===== src/logic/iq_pkg.sv =====
package iq_pkg;

   // physical register tag and reorder-buffer id
   typedef logic [5:0] prf_tag_t;
   typedef logic [5:0] rob_id_t;

   // operation class, decides which execution slot may take it
   typedef logic [1:0] op_class_t;

   localparam op_class_t OP_ALU = 2'd0;  // either slot
   localparam op_class_t OP_BJU = 2'd1;  // slot 1 only
   localparam op_class_t OP_MUL = 2'd2;  // slot 0 only

   // saturating age counter per entry
   localparam int AGE_WIDTH = 4;

endpackage


===== src/logic/iq_ifs.sv =====
`timescale 1ns/1ps

// two free entries for the dispatcher
interface alloc_if #(parameter int QUEUE_DEPTH = 8);
   localparam int IDX_W = $clog2(QUEUE_DEPTH);

   logic [IDX_W-1:0] alloc0_id;
   logic             alloc0_ok;
   logic [IDX_W-1:0] alloc1_id;
   logic             alloc1_ok;

   modport source (output alloc0_id, alloc0_ok, alloc1_id, alloc1_ok);
   modport sink   (input  alloc0_id, alloc0_ok, alloc1_id, alloc1_ok);
endinterface

// the two oldest ready entries, old0 never younger than old1
interface pick_if #(parameter int QUEUE_DEPTH = 8);
   localparam int IDX_W = $clog2(QUEUE_DEPTH);

   logic [IDX_W-1:0]  old0_id;
   logic              old0_valid;
   logic [IDX_W-1:0]  old1_id;
   logic              old1_valid;
   iq_pkg::op_class_t old0_class;  // looked up by the entry array
   iq_pkg::op_class_t old1_class;

   modport picker    (output old0_id, old0_valid, old1_id, old1_valid);
   modport class_src (input old0_id, old1_id, output old0_class, old1_class);
   modport sink      (input old0_id, old0_valid, old1_id, old1_valid,
                      old0_class, old1_class);
endinterface

interface issue_if #(parameter int QUEUE_DEPTH = 8);
   localparam int IDX_W = $clog2(QUEUE_DEPTH);

   logic             slot0_fire;
   logic [IDX_W-1:0] slot0_id;
   logic             slot1_fire;
   logic [IDX_W-1:0] slot1_id;

   modport source (output slot0_fire, slot0_id, slot1_fire, slot1_id);
   modport sink   (input  slot0_fire, slot0_id, slot1_fire, slot1_id);
endinterface


===== src/logic/free_slot_finder.sv =====
`timescale 1ns/1ps

module free_slot_finder #(
   parameter int QUEUE_DEPTH = 8
) (
   input  logic [QUEUE_DEPTH-1:0] entry_valid,
   alloc_if.source                alloc
);

   localparam int IDX_W = $clog2(QUEUE_DEPTH);

   // lowest free index first, then the next one up
   always_comb begin
      logic             found0;
      logic             found1;
      logic [IDX_W-1:0] id0;
      logic [IDX_W-1:0] id1;

      found0 = 1'b0;
      found1 = 1'b0;
      id0    = '0;
      id1    = '0;
      for (int i = 0; i < QUEUE_DEPTH; i++) begin
         if (!entry_valid[i]) begin
            if (!found0) begin
               found0 = 1'b1;
               id0    = IDX_W'(i);
            end else if (!found1) begin
               found1 = 1'b1;
               id1    = IDX_W'(i);
            end
         end
      end

      alloc.alloc0_id = id0;
      alloc.alloc0_ok = found0;
      alloc.alloc1_id = id1;
      alloc.alloc1_ok = found1;
   end

endmodule


===== src/logic/entry_array.sv =====
`timescale 1ns/1ps

module entry_array #(
   parameter int QUEUE_DEPTH = 8
) (
   input  logic                   clk,
   input  logic                   reset_n,
   input  logic                   enq0_valid,
   input  iq_pkg::op_class_t      enq0_class,
   input  iq_pkg::rob_id_t        enq0_robid,
   input  iq_pkg::prf_tag_t       enq0_src1,
   input  iq_pkg::prf_tag_t       enq0_src2,
   input  logic                   enq0_src1_busy,
   input  logic                   enq0_src2_busy,
   input  iq_pkg::prf_tag_t       enq0_dest,
   input  logic                   enq1_valid,
   input  iq_pkg::op_class_t      enq1_class,
   input  iq_pkg::rob_id_t        enq1_robid,
   input  iq_pkg::prf_tag_t       enq1_src1,
   input  iq_pkg::prf_tag_t       enq1_src2,
   input  logic                   enq1_src1_busy,
   input  logic                   enq1_src2_busy,
   input  iq_pkg::prf_tag_t       enq1_dest,
   input  logic                   wb0_valid,
   input  iq_pkg::prf_tag_t       wb0_tag,
   input  logic                   wb1_valid,
   input  iq_pkg::prf_tag_t       wb1_tag,
   alloc_if.sink                  alloc,
   issue_if.sink                  issue,
   pick_if.class_src              pick,
   output logic [QUEUE_DEPTH-1:0] entry_valid,
   output logic [QUEUE_DEPTH-1:0] entry_ready,
   output iq_pkg::op_class_t      slot0_class,
   output iq_pkg::op_class_t      slot1_class,
   output iq_pkg::rob_id_t        slot0_robid,
   output iq_pkg::rob_id_t        slot1_robid,
   output iq_pkg::prf_tag_t       slot0_dest,
   output iq_pkg::prf_tag_t       slot1_dest
);

   localparam int IDX_W = $clog2(QUEUE_DEPTH);

   logic [QUEUE_DEPTH-1:0] valid_q;
   logic [QUEUE_DEPTH-1:0] busy1_q;
   logic [QUEUE_DEPTH-1:0] busy2_q;
   iq_pkg::op_class_t      class_q [QUEUE_DEPTH];
   iq_pkg::rob_id_t        robid_q [QUEUE_DEPTH];
   iq_pkg::prf_tag_t       src1_q  [QUEUE_DEPTH];
   iq_pkg::prf_tag_t       src2_q  [QUEUE_DEPTH];
   iq_pkg::prf_tag_t       dest_q  [QUEUE_DEPTH];

   logic [IDX_W-1:0] enq0_idx;
   logic [IDX_W-1:0] enq1_idx;
   logic             enq0_wr;
   logic             enq1_wr;

   // a lone enq1 takes the first free entry
   assign enq0_idx = alloc.alloc0_id;
   assign enq1_idx = enq0_valid ? alloc.alloc1_id : alloc.alloc0_id;
   assign enq0_wr  = enq0_valid && alloc.alloc0_ok;
   assign enq1_wr  = enq1_valid && (enq0_valid ? alloc.alloc1_ok : alloc.alloc0_ok);

   function automatic logic wb_hit(input iq_pkg::prf_tag_t tag,
                                   input logic             v0,
                                   input iq_pkg::prf_tag_t t0,
                                   input logic             v1,
                                   input iq_pkg::prf_tag_t t1);
      return (v0 && (t0 == tag)) || (v1 && (t1 == tag));
   endfunction

   always_ff @(posedge clk) begin
      if (!reset_n) begin
         valid_q <= '0;
      end else begin
         if (issue.slot0_fire) valid_q[issue.slot0_id] <= 1'b0;
         if (issue.slot1_fire) valid_q[issue.slot1_id] <= 1'b0;
         if (enq0_wr) valid_q[enq0_idx] <= 1'b1;
         if (enq1_wr) valid_q[enq1_idx] <= 1'b1;
      end
   end

   // payload, both enqueues write every field
   always_ff @(posedge clk) begin
      if (enq0_wr) begin
         class_q[enq0_idx] <= enq0_class;
         robid_q[enq0_idx] <= enq0_robid;
         src1_q[enq0_idx]  <= enq0_src1;
         src2_q[enq0_idx]  <= enq0_src2;
         dest_q[enq0_idx]  <= enq0_dest;
      end
      if (enq1_wr) begin
         class_q[enq1_idx] <= enq1_class;
         robid_q[enq1_idx] <= enq1_robid;
         src1_q[enq1_idx]  <= enq1_src1;
         src2_q[enq1_idx]  <= enq1_src2;
         dest_q[enq1_idx]  <= enq1_dest;
      end
   end

   // wakeup runs every cycle, enqueue or not
   always_ff @(posedge clk) begin
      for (int i = 0; i < QUEUE_DEPTH; i++) begin
         if (valid_q[i] && wb_hit(src1_q[i], wb0_valid, wb0_tag, wb1_valid, wb1_tag))
            busy1_q[i] <= 1'b0;
         if (valid_q[i] && wb_hit(src2_q[i], wb0_valid, wb0_tag, wb1_valid, wb1_tag))
            busy2_q[i] <= 1'b0;
      end
      // same-cycle writeback bypasses into the new entry
      if (enq0_wr) begin
         busy1_q[enq0_idx] <= enq0_src1_busy &&
                              !wb_hit(enq0_src1, wb0_valid, wb0_tag, wb1_valid, wb1_tag);
         busy2_q[enq0_idx] <= enq0_src2_busy &&
                              !wb_hit(enq0_src2, wb0_valid, wb0_tag, wb1_valid, wb1_tag);
      end
      if (enq1_wr) begin
         busy1_q[enq1_idx] <= enq1_src1_busy &&
                              !wb_hit(enq1_src1, wb0_valid, wb0_tag, wb1_valid, wb1_tag);
         busy2_q[enq1_idx] <= enq1_src2_busy &&
                              !wb_hit(enq1_src2, wb0_valid, wb0_tag, wb1_valid, wb1_tag);
      end
   end

   assign entry_valid = valid_q;
   assign entry_ready = valid_q & ~busy1_q & ~busy2_q;

   assign pick.old0_class = class_q[pick.old0_id];  // steering needs the class
   assign pick.old1_class = class_q[pick.old1_id];

   assign slot0_class = class_q[issue.slot0_id];
   assign slot1_class = class_q[issue.slot1_id];
   assign slot0_robid = robid_q[issue.slot0_id];
   assign slot1_robid = robid_q[issue.slot1_id];
   assign slot0_dest  = dest_q[issue.slot0_id];
   assign slot1_dest  = dest_q[issue.slot1_id];

endmodule


===== src/logic/age_tracker.sv =====
`timescale 1ns/1ps

module age_tracker #(
   parameter int QUEUE_DEPTH = 8
) (
   input  logic                        clk,
   input  logic                        reset_n,
   input  logic                        enq0_valid,
   input  logic                        enq1_valid,
   alloc_if.sink                       alloc,
   issue_if.sink                       issue,
   output logic [iq_pkg::AGE_WIDTH-1:0] entry_age [QUEUE_DEPTH]
);

   localparam int IDX_W = $clog2(QUEUE_DEPTH);
   localparam int AGE_W = iq_pkg::AGE_WIDTH;

   logic [AGE_W-1:0] age_q [QUEUE_DEPTH];
   logic [AGE_W-1:0] age_d [QUEUE_DEPTH];
   logic [IDX_W-1:0] enq0_idx;
   logic [IDX_W-1:0] enq1_idx;
   logic             enq0_wr;
   logic             enq1_wr;
   logic [1:0]       n_new;

   assign enq0_idx = alloc.alloc0_id;
   assign enq1_idx = enq0_valid ? alloc.alloc1_id : alloc.alloc0_id;
   assign enq0_wr  = enq0_valid && alloc.alloc0_ok;
   assign enq1_wr  = enq1_valid && (enq0_valid ? alloc.alloc1_ok : alloc.alloc0_ok);
   assign n_new    = {1'b0, enq0_wr} + {1'b0, enq1_wr};

   always_comb begin
      logic [AGE_W:0] sum;

      for (int i = 0; i < QUEUE_DEPTH; i++) begin
         sum      = {1'b0, age_q[i]} + {{(AGE_W-1){1'b0}}, n_new};
         age_d[i] = sum[AGE_W] ? '1 : sum[AGE_W-1:0];  // saturate
      end
      // enq0 is older than enq1 in the same cycle
      if (enq0_wr) age_d[enq0_idx] = enq1_wr ? AGE_W'(1) : '0;
      if (enq1_wr) age_d[enq1_idx] = '0;
      if (issue.slot0_fire) age_d[issue.slot0_id] = '0;
      if (issue.slot1_fire) age_d[issue.slot1_id] = '0;
   end

   always_ff @(posedge clk) begin
      if (!reset_n) begin
         for (int i = 0; i < QUEUE_DEPTH; i++)
            age_q[i] <= '0;
      end else begin
         age_q <= age_d;
      end
   end

   assign entry_age = age_q;

endmodule


===== src/logic/oldest_picker.sv =====
`timescale 1ns/1ps

module oldest_picker #(
   parameter int QUEUE_DEPTH = 8
) (
   input  logic [QUEUE_DEPTH-1:0]       entry_ready,
   input  logic [iq_pkg::AGE_WIDTH-1:0] entry_age [QUEUE_DEPTH],
   pick_if.picker                       pick
);

   localparam int IDX_W = $clog2(QUEUE_DEPTH);
   localparam int AGE_W = iq_pkg::AGE_WIDTH;

   always_comb begin
      logic             found0;
      logic             found1;
      logic [IDX_W-1:0] id0;
      logic [IDX_W-1:0] id1;
      logic [AGE_W-1:0] age0;
      logic [AGE_W-1:0] age1;

      found0 = 1'b0;
      found1 = 1'b0;
      id0    = '0;
      id1    = '0;
      age0   = '0;
      age1   = '0;

      // strict compare keeps the lower index on a tie
      for (int i = 0; i < QUEUE_DEPTH; i++) begin
         if (entry_ready[i] && (!found0 || entry_age[i] > age0)) begin
            found0 = 1'b1;
            id0    = IDX_W'(i);
            age0   = entry_age[i];
         end
      end

      // best of the rest
      for (int i = 0; i < QUEUE_DEPTH; i++) begin
         if (entry_ready[i] && (IDX_W'(i) != id0) &&
             (!found1 || entry_age[i] > age1)) begin
            found1 = 1'b1;
            id1    = IDX_W'(i);
            age1   = entry_age[i];
         end
      end

      pick.old0_id    = id0;
      pick.old0_valid = found0;
      pick.old1_id    = id1;
      pick.old1_valid = found1;
   end

endmodule


===== src/logic/slot_steer.sv =====
`timescale 1ns/1ps

module slot_steer #(
   parameter int QUEUE_DEPTH = 8
) (
   input  logic       clk,
   input  logic       reset_n,
   input  logic       mul_busy,
   pick_if.sink       pick,
   issue_if.source    issue,
   output logic       slot0_valid,
   output logic       slot1_valid,
   output logic [1:0] credit_return
);

   localparam int IDX_W = $clog2(QUEUE_DEPTH);

   logic is_mul0;
   logic is_mul1;
   logic is_bju0;
   logic is_bju1;
   logic elig0;
   logic elig1;

   assign is_mul0 = pick.old0_class == iq_pkg::OP_MUL;
   assign is_mul1 = pick.old1_class == iq_pkg::OP_MUL;
   assign is_bju0 = pick.old0_class == iq_pkg::OP_BJU;
   assign is_bju1 = pick.old1_class == iq_pkg::OP_BJU;

   // a multiply held by mul_busy sits out, the other pick may still go
   assign elig0 = pick.old0_valid && !(is_mul0 && mul_busy);
   assign elig1 = pick.old1_valid && !(is_mul1 && mul_busy);

   always_comb begin
      logic             s0_fire;
      logic             s1_fire;
      logic [IDX_W-1:0] s0_id;
      logic [IDX_W-1:0] s1_id;

      s0_fire = 1'b0;
      s1_fire = 1'b0;
      s0_id   = pick.old0_id;
      s1_id   = pick.old1_id;

      // older pick first
      if (elig0) begin
         if (is_bju0) begin
            s1_fire = 1'b1;
            s1_id   = pick.old0_id;
         end else if (is_mul0 || !(elig1 && is_mul1)) begin
            s0_fire = 1'b1;
            s0_id   = pick.old0_id;
         end else begin
            s1_fire = 1'b1;  // alu leaves slot 0 to the multiply
            s1_id   = pick.old0_id;
         end
      end

      // younger pick takes what is left
      if (elig1) begin
         if (is_mul1) begin
            if (!s0_fire) begin
               s0_fire = 1'b1;
               s0_id   = pick.old1_id;
            end
         end else if (is_bju1) begin
            if (!s1_fire) begin
               s1_fire = 1'b1;
               s1_id   = pick.old1_id;
            end
         end else if (!s0_fire) begin
            s0_fire = 1'b1;
            s0_id   = pick.old1_id;
         end else if (!s1_fire) begin
            s1_fire = 1'b1;
            s1_id   = pick.old1_id;
         end
      end

      issue.slot0_fire = s0_fire;
      issue.slot0_id   = s0_id;
      issue.slot1_fire = s1_fire;
      issue.slot1_id   = s1_id;
   end

   assign slot0_valid = issue.slot0_fire;
   assign slot1_valid = issue.slot1_fire;

   // one credit back per issued instruction, a cycle later
   always_ff @(posedge clk) begin
      if (!reset_n) begin
         credit_return <= 2'd0;
      end else begin
         credit_return <= {1'b0, issue.slot0_fire} + {1'b0, issue.slot1_fire};
      end
   end

endmodule


===== src/logic/issue_queue_top.sv =====
`timescale 1ns/1ps

module issue_queue_top #(
   parameter int QUEUE_DEPTH = 8
) (
   input  logic              clk,
   input  logic              reset_n,
   input  logic              enq0_valid,
   input  iq_pkg::op_class_t enq0_class,
   input  iq_pkg::rob_id_t   enq0_robid,
   input  iq_pkg::prf_tag_t  enq0_src1,
   input  iq_pkg::prf_tag_t  enq0_src2,
   input  logic              enq0_src1_busy,
   input  logic              enq0_src2_busy,
   input  iq_pkg::prf_tag_t  enq0_dest,
   input  logic              enq1_valid,
   input  iq_pkg::op_class_t enq1_class,
   input  iq_pkg::rob_id_t   enq1_robid,
   input  iq_pkg::prf_tag_t  enq1_src1,
   input  iq_pkg::prf_tag_t  enq1_src2,
   input  logic              enq1_src1_busy,
   input  logic              enq1_src2_busy,
   input  iq_pkg::prf_tag_t  enq1_dest,
   input  logic              wb0_valid,
   input  iq_pkg::prf_tag_t  wb0_tag,
   input  logic              wb1_valid,
   input  iq_pkg::prf_tag_t  wb1_tag,
   input  logic              mul_busy,
   output logic              slot0_valid,
   output iq_pkg::op_class_t slot0_class,
   output iq_pkg::rob_id_t   slot0_robid,
   output iq_pkg::prf_tag_t  slot0_dest,
   output logic              slot1_valid,
   output iq_pkg::op_class_t slot1_class,
   output iq_pkg::rob_id_t   slot1_robid,
   output iq_pkg::prf_tag_t  slot1_dest,
   output logic [1:0]        credit_return
);

   logic [QUEUE_DEPTH-1:0]       entry_valid;
   logic [QUEUE_DEPTH-1:0]       entry_ready;
   logic [iq_pkg::AGE_WIDTH-1:0] entry_age [QUEUE_DEPTH];

   alloc_if #(.QUEUE_DEPTH(QUEUE_DEPTH)) alloc_bus ();
   pick_if  #(.QUEUE_DEPTH(QUEUE_DEPTH)) pick_bus ();
   issue_if #(.QUEUE_DEPTH(QUEUE_DEPTH)) issue_bus ();

   free_slot_finder #(.QUEUE_DEPTH(QUEUE_DEPTH)) u_free (
      .entry_valid (entry_valid),
      .alloc       (alloc_bus)
   );

   entry_array #(.QUEUE_DEPTH(QUEUE_DEPTH)) u_entries (
      .clk            (clk),
      .reset_n        (reset_n),
      .enq0_valid     (enq0_valid),
      .enq0_class     (enq0_class),
      .enq0_robid     (enq0_robid),
      .enq0_src1      (enq0_src1),
      .enq0_src2      (enq0_src2),
      .enq0_src1_busy (enq0_src1_busy),
      .enq0_src2_busy (enq0_src2_busy),
      .enq0_dest      (enq0_dest),
      .enq1_valid     (enq1_valid),
      .enq1_class     (enq1_class),
      .enq1_robid     (enq1_robid),
      .enq1_src1      (enq1_src1),
      .enq1_src2      (enq1_src2),
      .enq1_src1_busy (enq1_src1_busy),
      .enq1_src2_busy (enq1_src2_busy),
      .enq1_dest      (enq1_dest),
      .wb0_valid      (wb0_valid),
      .wb0_tag        (wb0_tag),
      .wb1_valid      (wb1_valid),
      .wb1_tag        (wb1_tag),
      .alloc          (alloc_bus),
      .issue          (issue_bus),
      .pick           (pick_bus),
      .entry_valid    (entry_valid),
      .entry_ready    (entry_ready),
      .slot0_class    (slot0_class),
      .slot1_class    (slot1_class),
      .slot0_robid    (slot0_robid),
      .slot1_robid    (slot1_robid),
      .slot0_dest     (slot0_dest),
      .slot1_dest     (slot1_dest)
   );

   age_tracker #(.QUEUE_DEPTH(QUEUE_DEPTH)) u_age (
      .clk        (clk),
      .reset_n    (reset_n),
      .enq0_valid (enq0_valid),
      .enq1_valid (enq1_valid),
      .alloc      (alloc_bus),
      .issue      (issue_bus),
      .entry_age  (entry_age)
   );

   oldest_picker #(.QUEUE_DEPTH(QUEUE_DEPTH)) u_picker (
      .entry_ready (entry_ready),
      .entry_age   (entry_age),
      .pick        (pick_bus)
   );

   slot_steer #(.QUEUE_DEPTH(QUEUE_DEPTH)) u_steer (
      .clk           (clk),
      .reset_n       (reset_n),
      .mul_busy      (mul_busy),
      .pick          (pick_bus),
      .issue         (issue_bus),
      .slot0_valid   (slot0_valid),
      .slot1_valid   (slot1_valid),
      .credit_return (credit_return)
   );

endmodule


===== config.mk =====
export PLATFORM = sky130hd
export DESIGN_NAME = issue_queue_top
export DESIGN_NICKNAME = d
export VERILOG_FILES = /design/src/logic/iq_pkg.sv /design/src/logic/iq_ifs.sv /design/src/logic/free_slot_finder.sv /design/src/logic/entry_array.sv /design/src/logic/age_tracker.sv /design/src/logic/oldest_picker.sv /design/src/logic/slot_steer.sv /design/src/logic/issue_queue_top.sv
export SDC_FILE = /design/constraint.sdc
export NUM_CORES = 1
export LEC_CHECK = 0
export BUFFER_PORTS_ARGS = -buffer_cell sky130_fd_sc_hd__buf_2
export CORE_MARGIN = 3
export CORE_UTILIZATION = 45
export CTS_CLUSTER_DIAMETER = 120
export DETAILED_ROUTE_END_ITERATION = 7
export PLACE_DENSITY = 0.72
export SYNTH_ARGS = -nofsm -noshare
export SYNTH_HDL_FRONTEND = slang
export SYNTH_SLANG_ARGS = --single-unit
export TNS_END_PERCENT = 1

===== constraint.sdc =====
create_clock -name clk -period 38.1 [get_ports clk]
set_input_delay 1.905 -clock clk [delete_from_list [all_inputs] [get_ports clk]]
set_output_delay 1.905 -clock clk [all_outputs]
set_load 0.005 [all_outputs]

==> results.json <==
{
  "outcome": "finished, final reports clean",
  "setup_viol": 0,
  "synth_area_mm2": 0.02024,
  "antenna_found_initial": 0,
  "postSynthAreaPerCell_um2": 10.05,
  "wl_per_cell_um": 24.41,
  "seq_area_frac_synth": 0.3660,
  "synth_top_family_by_area": "multiplexers",
  "fin_hold_ws_ps": 572.4,
  "final_common_cell": "mux2_2",
  "drv_slew": 0,
  "synthArstFlopShare": 0,
  "grt_pass1_vias": 16750,
  "hp-class": "flop to flop",
  "slowest_delay_ps": 1120,
  "rsz0062_at_grt": "false",
  "ys_types": 95,
  "cts_tree": "built",
  "cp_max_fo": 15,
  "post-cts-setup-buffers": 0,
  "synth_seq_cells": 266,
  "yosys.area_share.simple": 0.1407,
  "required_ps": 36190,
  "fin_setup_tns_ps": 0,
  "fp.dieArea_mm2": 0.04755,
  "cpMostUsedCell": "a21oi_1",
  "holdBufCountCts": 0,
  "ant_nets": 0,
  "synth-xor-area-share": 0.1039,
  "die_y_um": 218.1,
  "ctsResizeCount": 0,
  "timing.slew.headroom": 0.09704,
  "grt_overflow_total": 0,
  "crit_slowest_cell": "mux2i_2",
  "num-nets-final": 2204,
  "synth_edf_count": 208,
  "clock_latency_ps": 600,
  "final_cell_mix": "mux2_2, edfxtp_1, nand2_1, a21oi_1",
  "area_growth_pct": 9.293,
  "coreArea_mm2": 0.04432,
  "synthMuxAreaShare": 0.1737,
  "fin_crit_ps": 30710,
  "place_congestion": 0.9942,
  "drive_gt1_frac": 0.2228,
  "hpwlAfterDp_um": 42790,
  "p_per_area_mw_per_mm2": 58.60,
  "synth_adder_area_share": 0.05602,
  "vdd_ir_drop_max_uv": 43.47,
  "numCtsBuffers": 31,
  "via_count": 16890,
  "drc": 0,
  "synth_top_area_frac": 0.3086,
  "first_pass_iters": 6,
  "critical_path_arrival_ps": 28810,
  "skew_ps": 14.43,
  "grt_pass1_wl_um": 98170,
  "startpoint_type": "flop",
  "start_util": 0.4566,
  "grt_max_degree": 58,
  "ys.flop_type": "edfxtp_1",
  "ios": 107,
  "routed_wl_um": 64950,
  "finalCritPeriodShare": 0.8062,
  "yosysWarningCount": 0,
  "tightest_slew_ps": 1328,
  "fmax_mhz": 32.56,
  "crit_type": "flop to output port",
  "synth_cells": 2014,
  "clk_path_buf_depth": 3,
  "p_leak_nw": 8.354,
  "clock-sinks": 266,
  "std_cell_rows": 77,
  "cts-root-buf": "clkbuf_16",
  "via_per_inst": 6.348,
  "worstSetupEndpointType": "output port",
  "initialDrtViolationCount": 1560,
  "final_core_util": 0.4991,
  "fp.dieW_um": 218.1,
  "hold_viol": 0,
  "netlist_top_cells_area": "edfxtp_1, mux2_2, dfxtp_1",
  "synth_compound_area_frac": 0.1198,
  "grt_usage": 0.2658,
  "max_cap_violations": 0,
  "port_buffers": 106,
  "synth_nets": 2174,
  "clk_pin_slew_ps": 60,
  "antenna_cells": 0,
  "synth_largest_area_cell": "edfxtp_1",
  "htreeDepth": 1
}
==> state kept, by name (all words and copies together) (netlist names) <==
register / flops
u_entries.dest_q: 48
u_entries.robid_q: 48
u_entries.src1_q: 48
u_entries.src2_q: 48
u_age.entry_age: 32
u_entries.class_q: 16
u_entries.busy1_q: 8
u_entries.busy2_q: 8
u_entries.entry_valid: 8
u_steer.credit_return: 2
==> per-stage QoR <==
stage	instances	cell area [um^2]	setup slack, ps	total power, W
3_5_place_dp	2603	21170	8642	0.001005
5_1_grt	2661	22120	5136	0.001361
3_3_place_gp	2603	21170	9682	0.0009883
4_1_cts	2661	22120	7964	0.001288
2_1_floorplan	2014	20240	13170	0.0008232
6_report	2661	22120	7385	0.001296
==> worst paths after layout <==
path	startpoint	endpoint	depth (start not counted)	slack (ps)
worst min register to register	u_entries.busy1_q[6]$_DFF_P_	u_entries.busy1_q[6]$_DFF_P_	2	570
worst max register to register	u_entries.entry_valid[0]$_SDFF_PN0_	u_age.entry_age[5]$_SDFF_PN0_	120	9520
worst min-delay path	u_entries.busy1_q[6]$_DFF_P_	u_entries.busy1_q[6]$_DFF_P_	2	570
worst max-delay path	u_entries.entry_valid[0]$_SDFF_PN0_	slot1_robid[4]	120	7390
==> worst max-delay path, delay by kind of cell, from the launching register on <==
kind / cells / cell delay [ps]
compound gates: 55 / 12140
buf+inv: 6 / 770
flops: 1 / 450
mux: 6 / 3250
fa+ha+maj: 14 / 4110
simple gates: 39 / 7430
==> kinds of logic (layout without fill, tap and decap cells) <==
kind of cell	count (synthesis)	after routing
flip-flops	266	266
multiplexers	322	322
adder cells (fa/ha/maj)	86	86
AO/OA/AOI/OAI	358	358
XOR/XNOR	240	240
buffers and inverters	195	250
AND/OR/NAND/NOR	547	547
==> layout make-up <==
| class | count | area [um^2] |
|---|---|---|
| Inverter | 67 | 251.5 |
| Fill cell | 4036 | 22200 |
| Tap cell | 592 | 740.7 |
| Timing Repair Buffer | 125 | 673.1 |
| Sequential cell | 266 | 7407 |
| Clock buffer | 43 | 859.6 |
| Multi-Input combinational cell | 1553 | 12090 |
| Clock inverter | 15 | 92.59 |
==> layer usage <==
metal,GRT usage,vias up,wire [um]
met2,0.4413,887,30110
met4,0.1209,0,3277
met3,0.03386,198,5117
met1,0.3467,8305,26450
li1,-,7503,-
met5,0,-,0
==> power breakdown <==
part	internal, W	total (W)	switching [W]
clock network	0.000158	0.000281	0.000123
logic	0.000236	0.000580	0.000344
registers	0.000384	0.000435	0.0000515
total	0.000778	0.00130	0.000518
==> synth_stat cells (20+ instances only) <==
cell / count
buf_1: 37
nand3_1: 20
nand4_1: 52
o21ai_0: 67
nor2_1: 97
mux2i_1: 96
nor4_1: 38
a21oi_1: 126
nand2_1: 175
ha_1: 77
or4_1: 21
mux2_2: 223
edfxtp_1: 208
inv_1: 65
dfxtp_1: 58
nor3_1: 28
xor2_1: 120
nor2b_1: 24
clkbuf_1: 66
xnor2_1: 120
No activity file was read; power rests on OpenSTA's default activity.
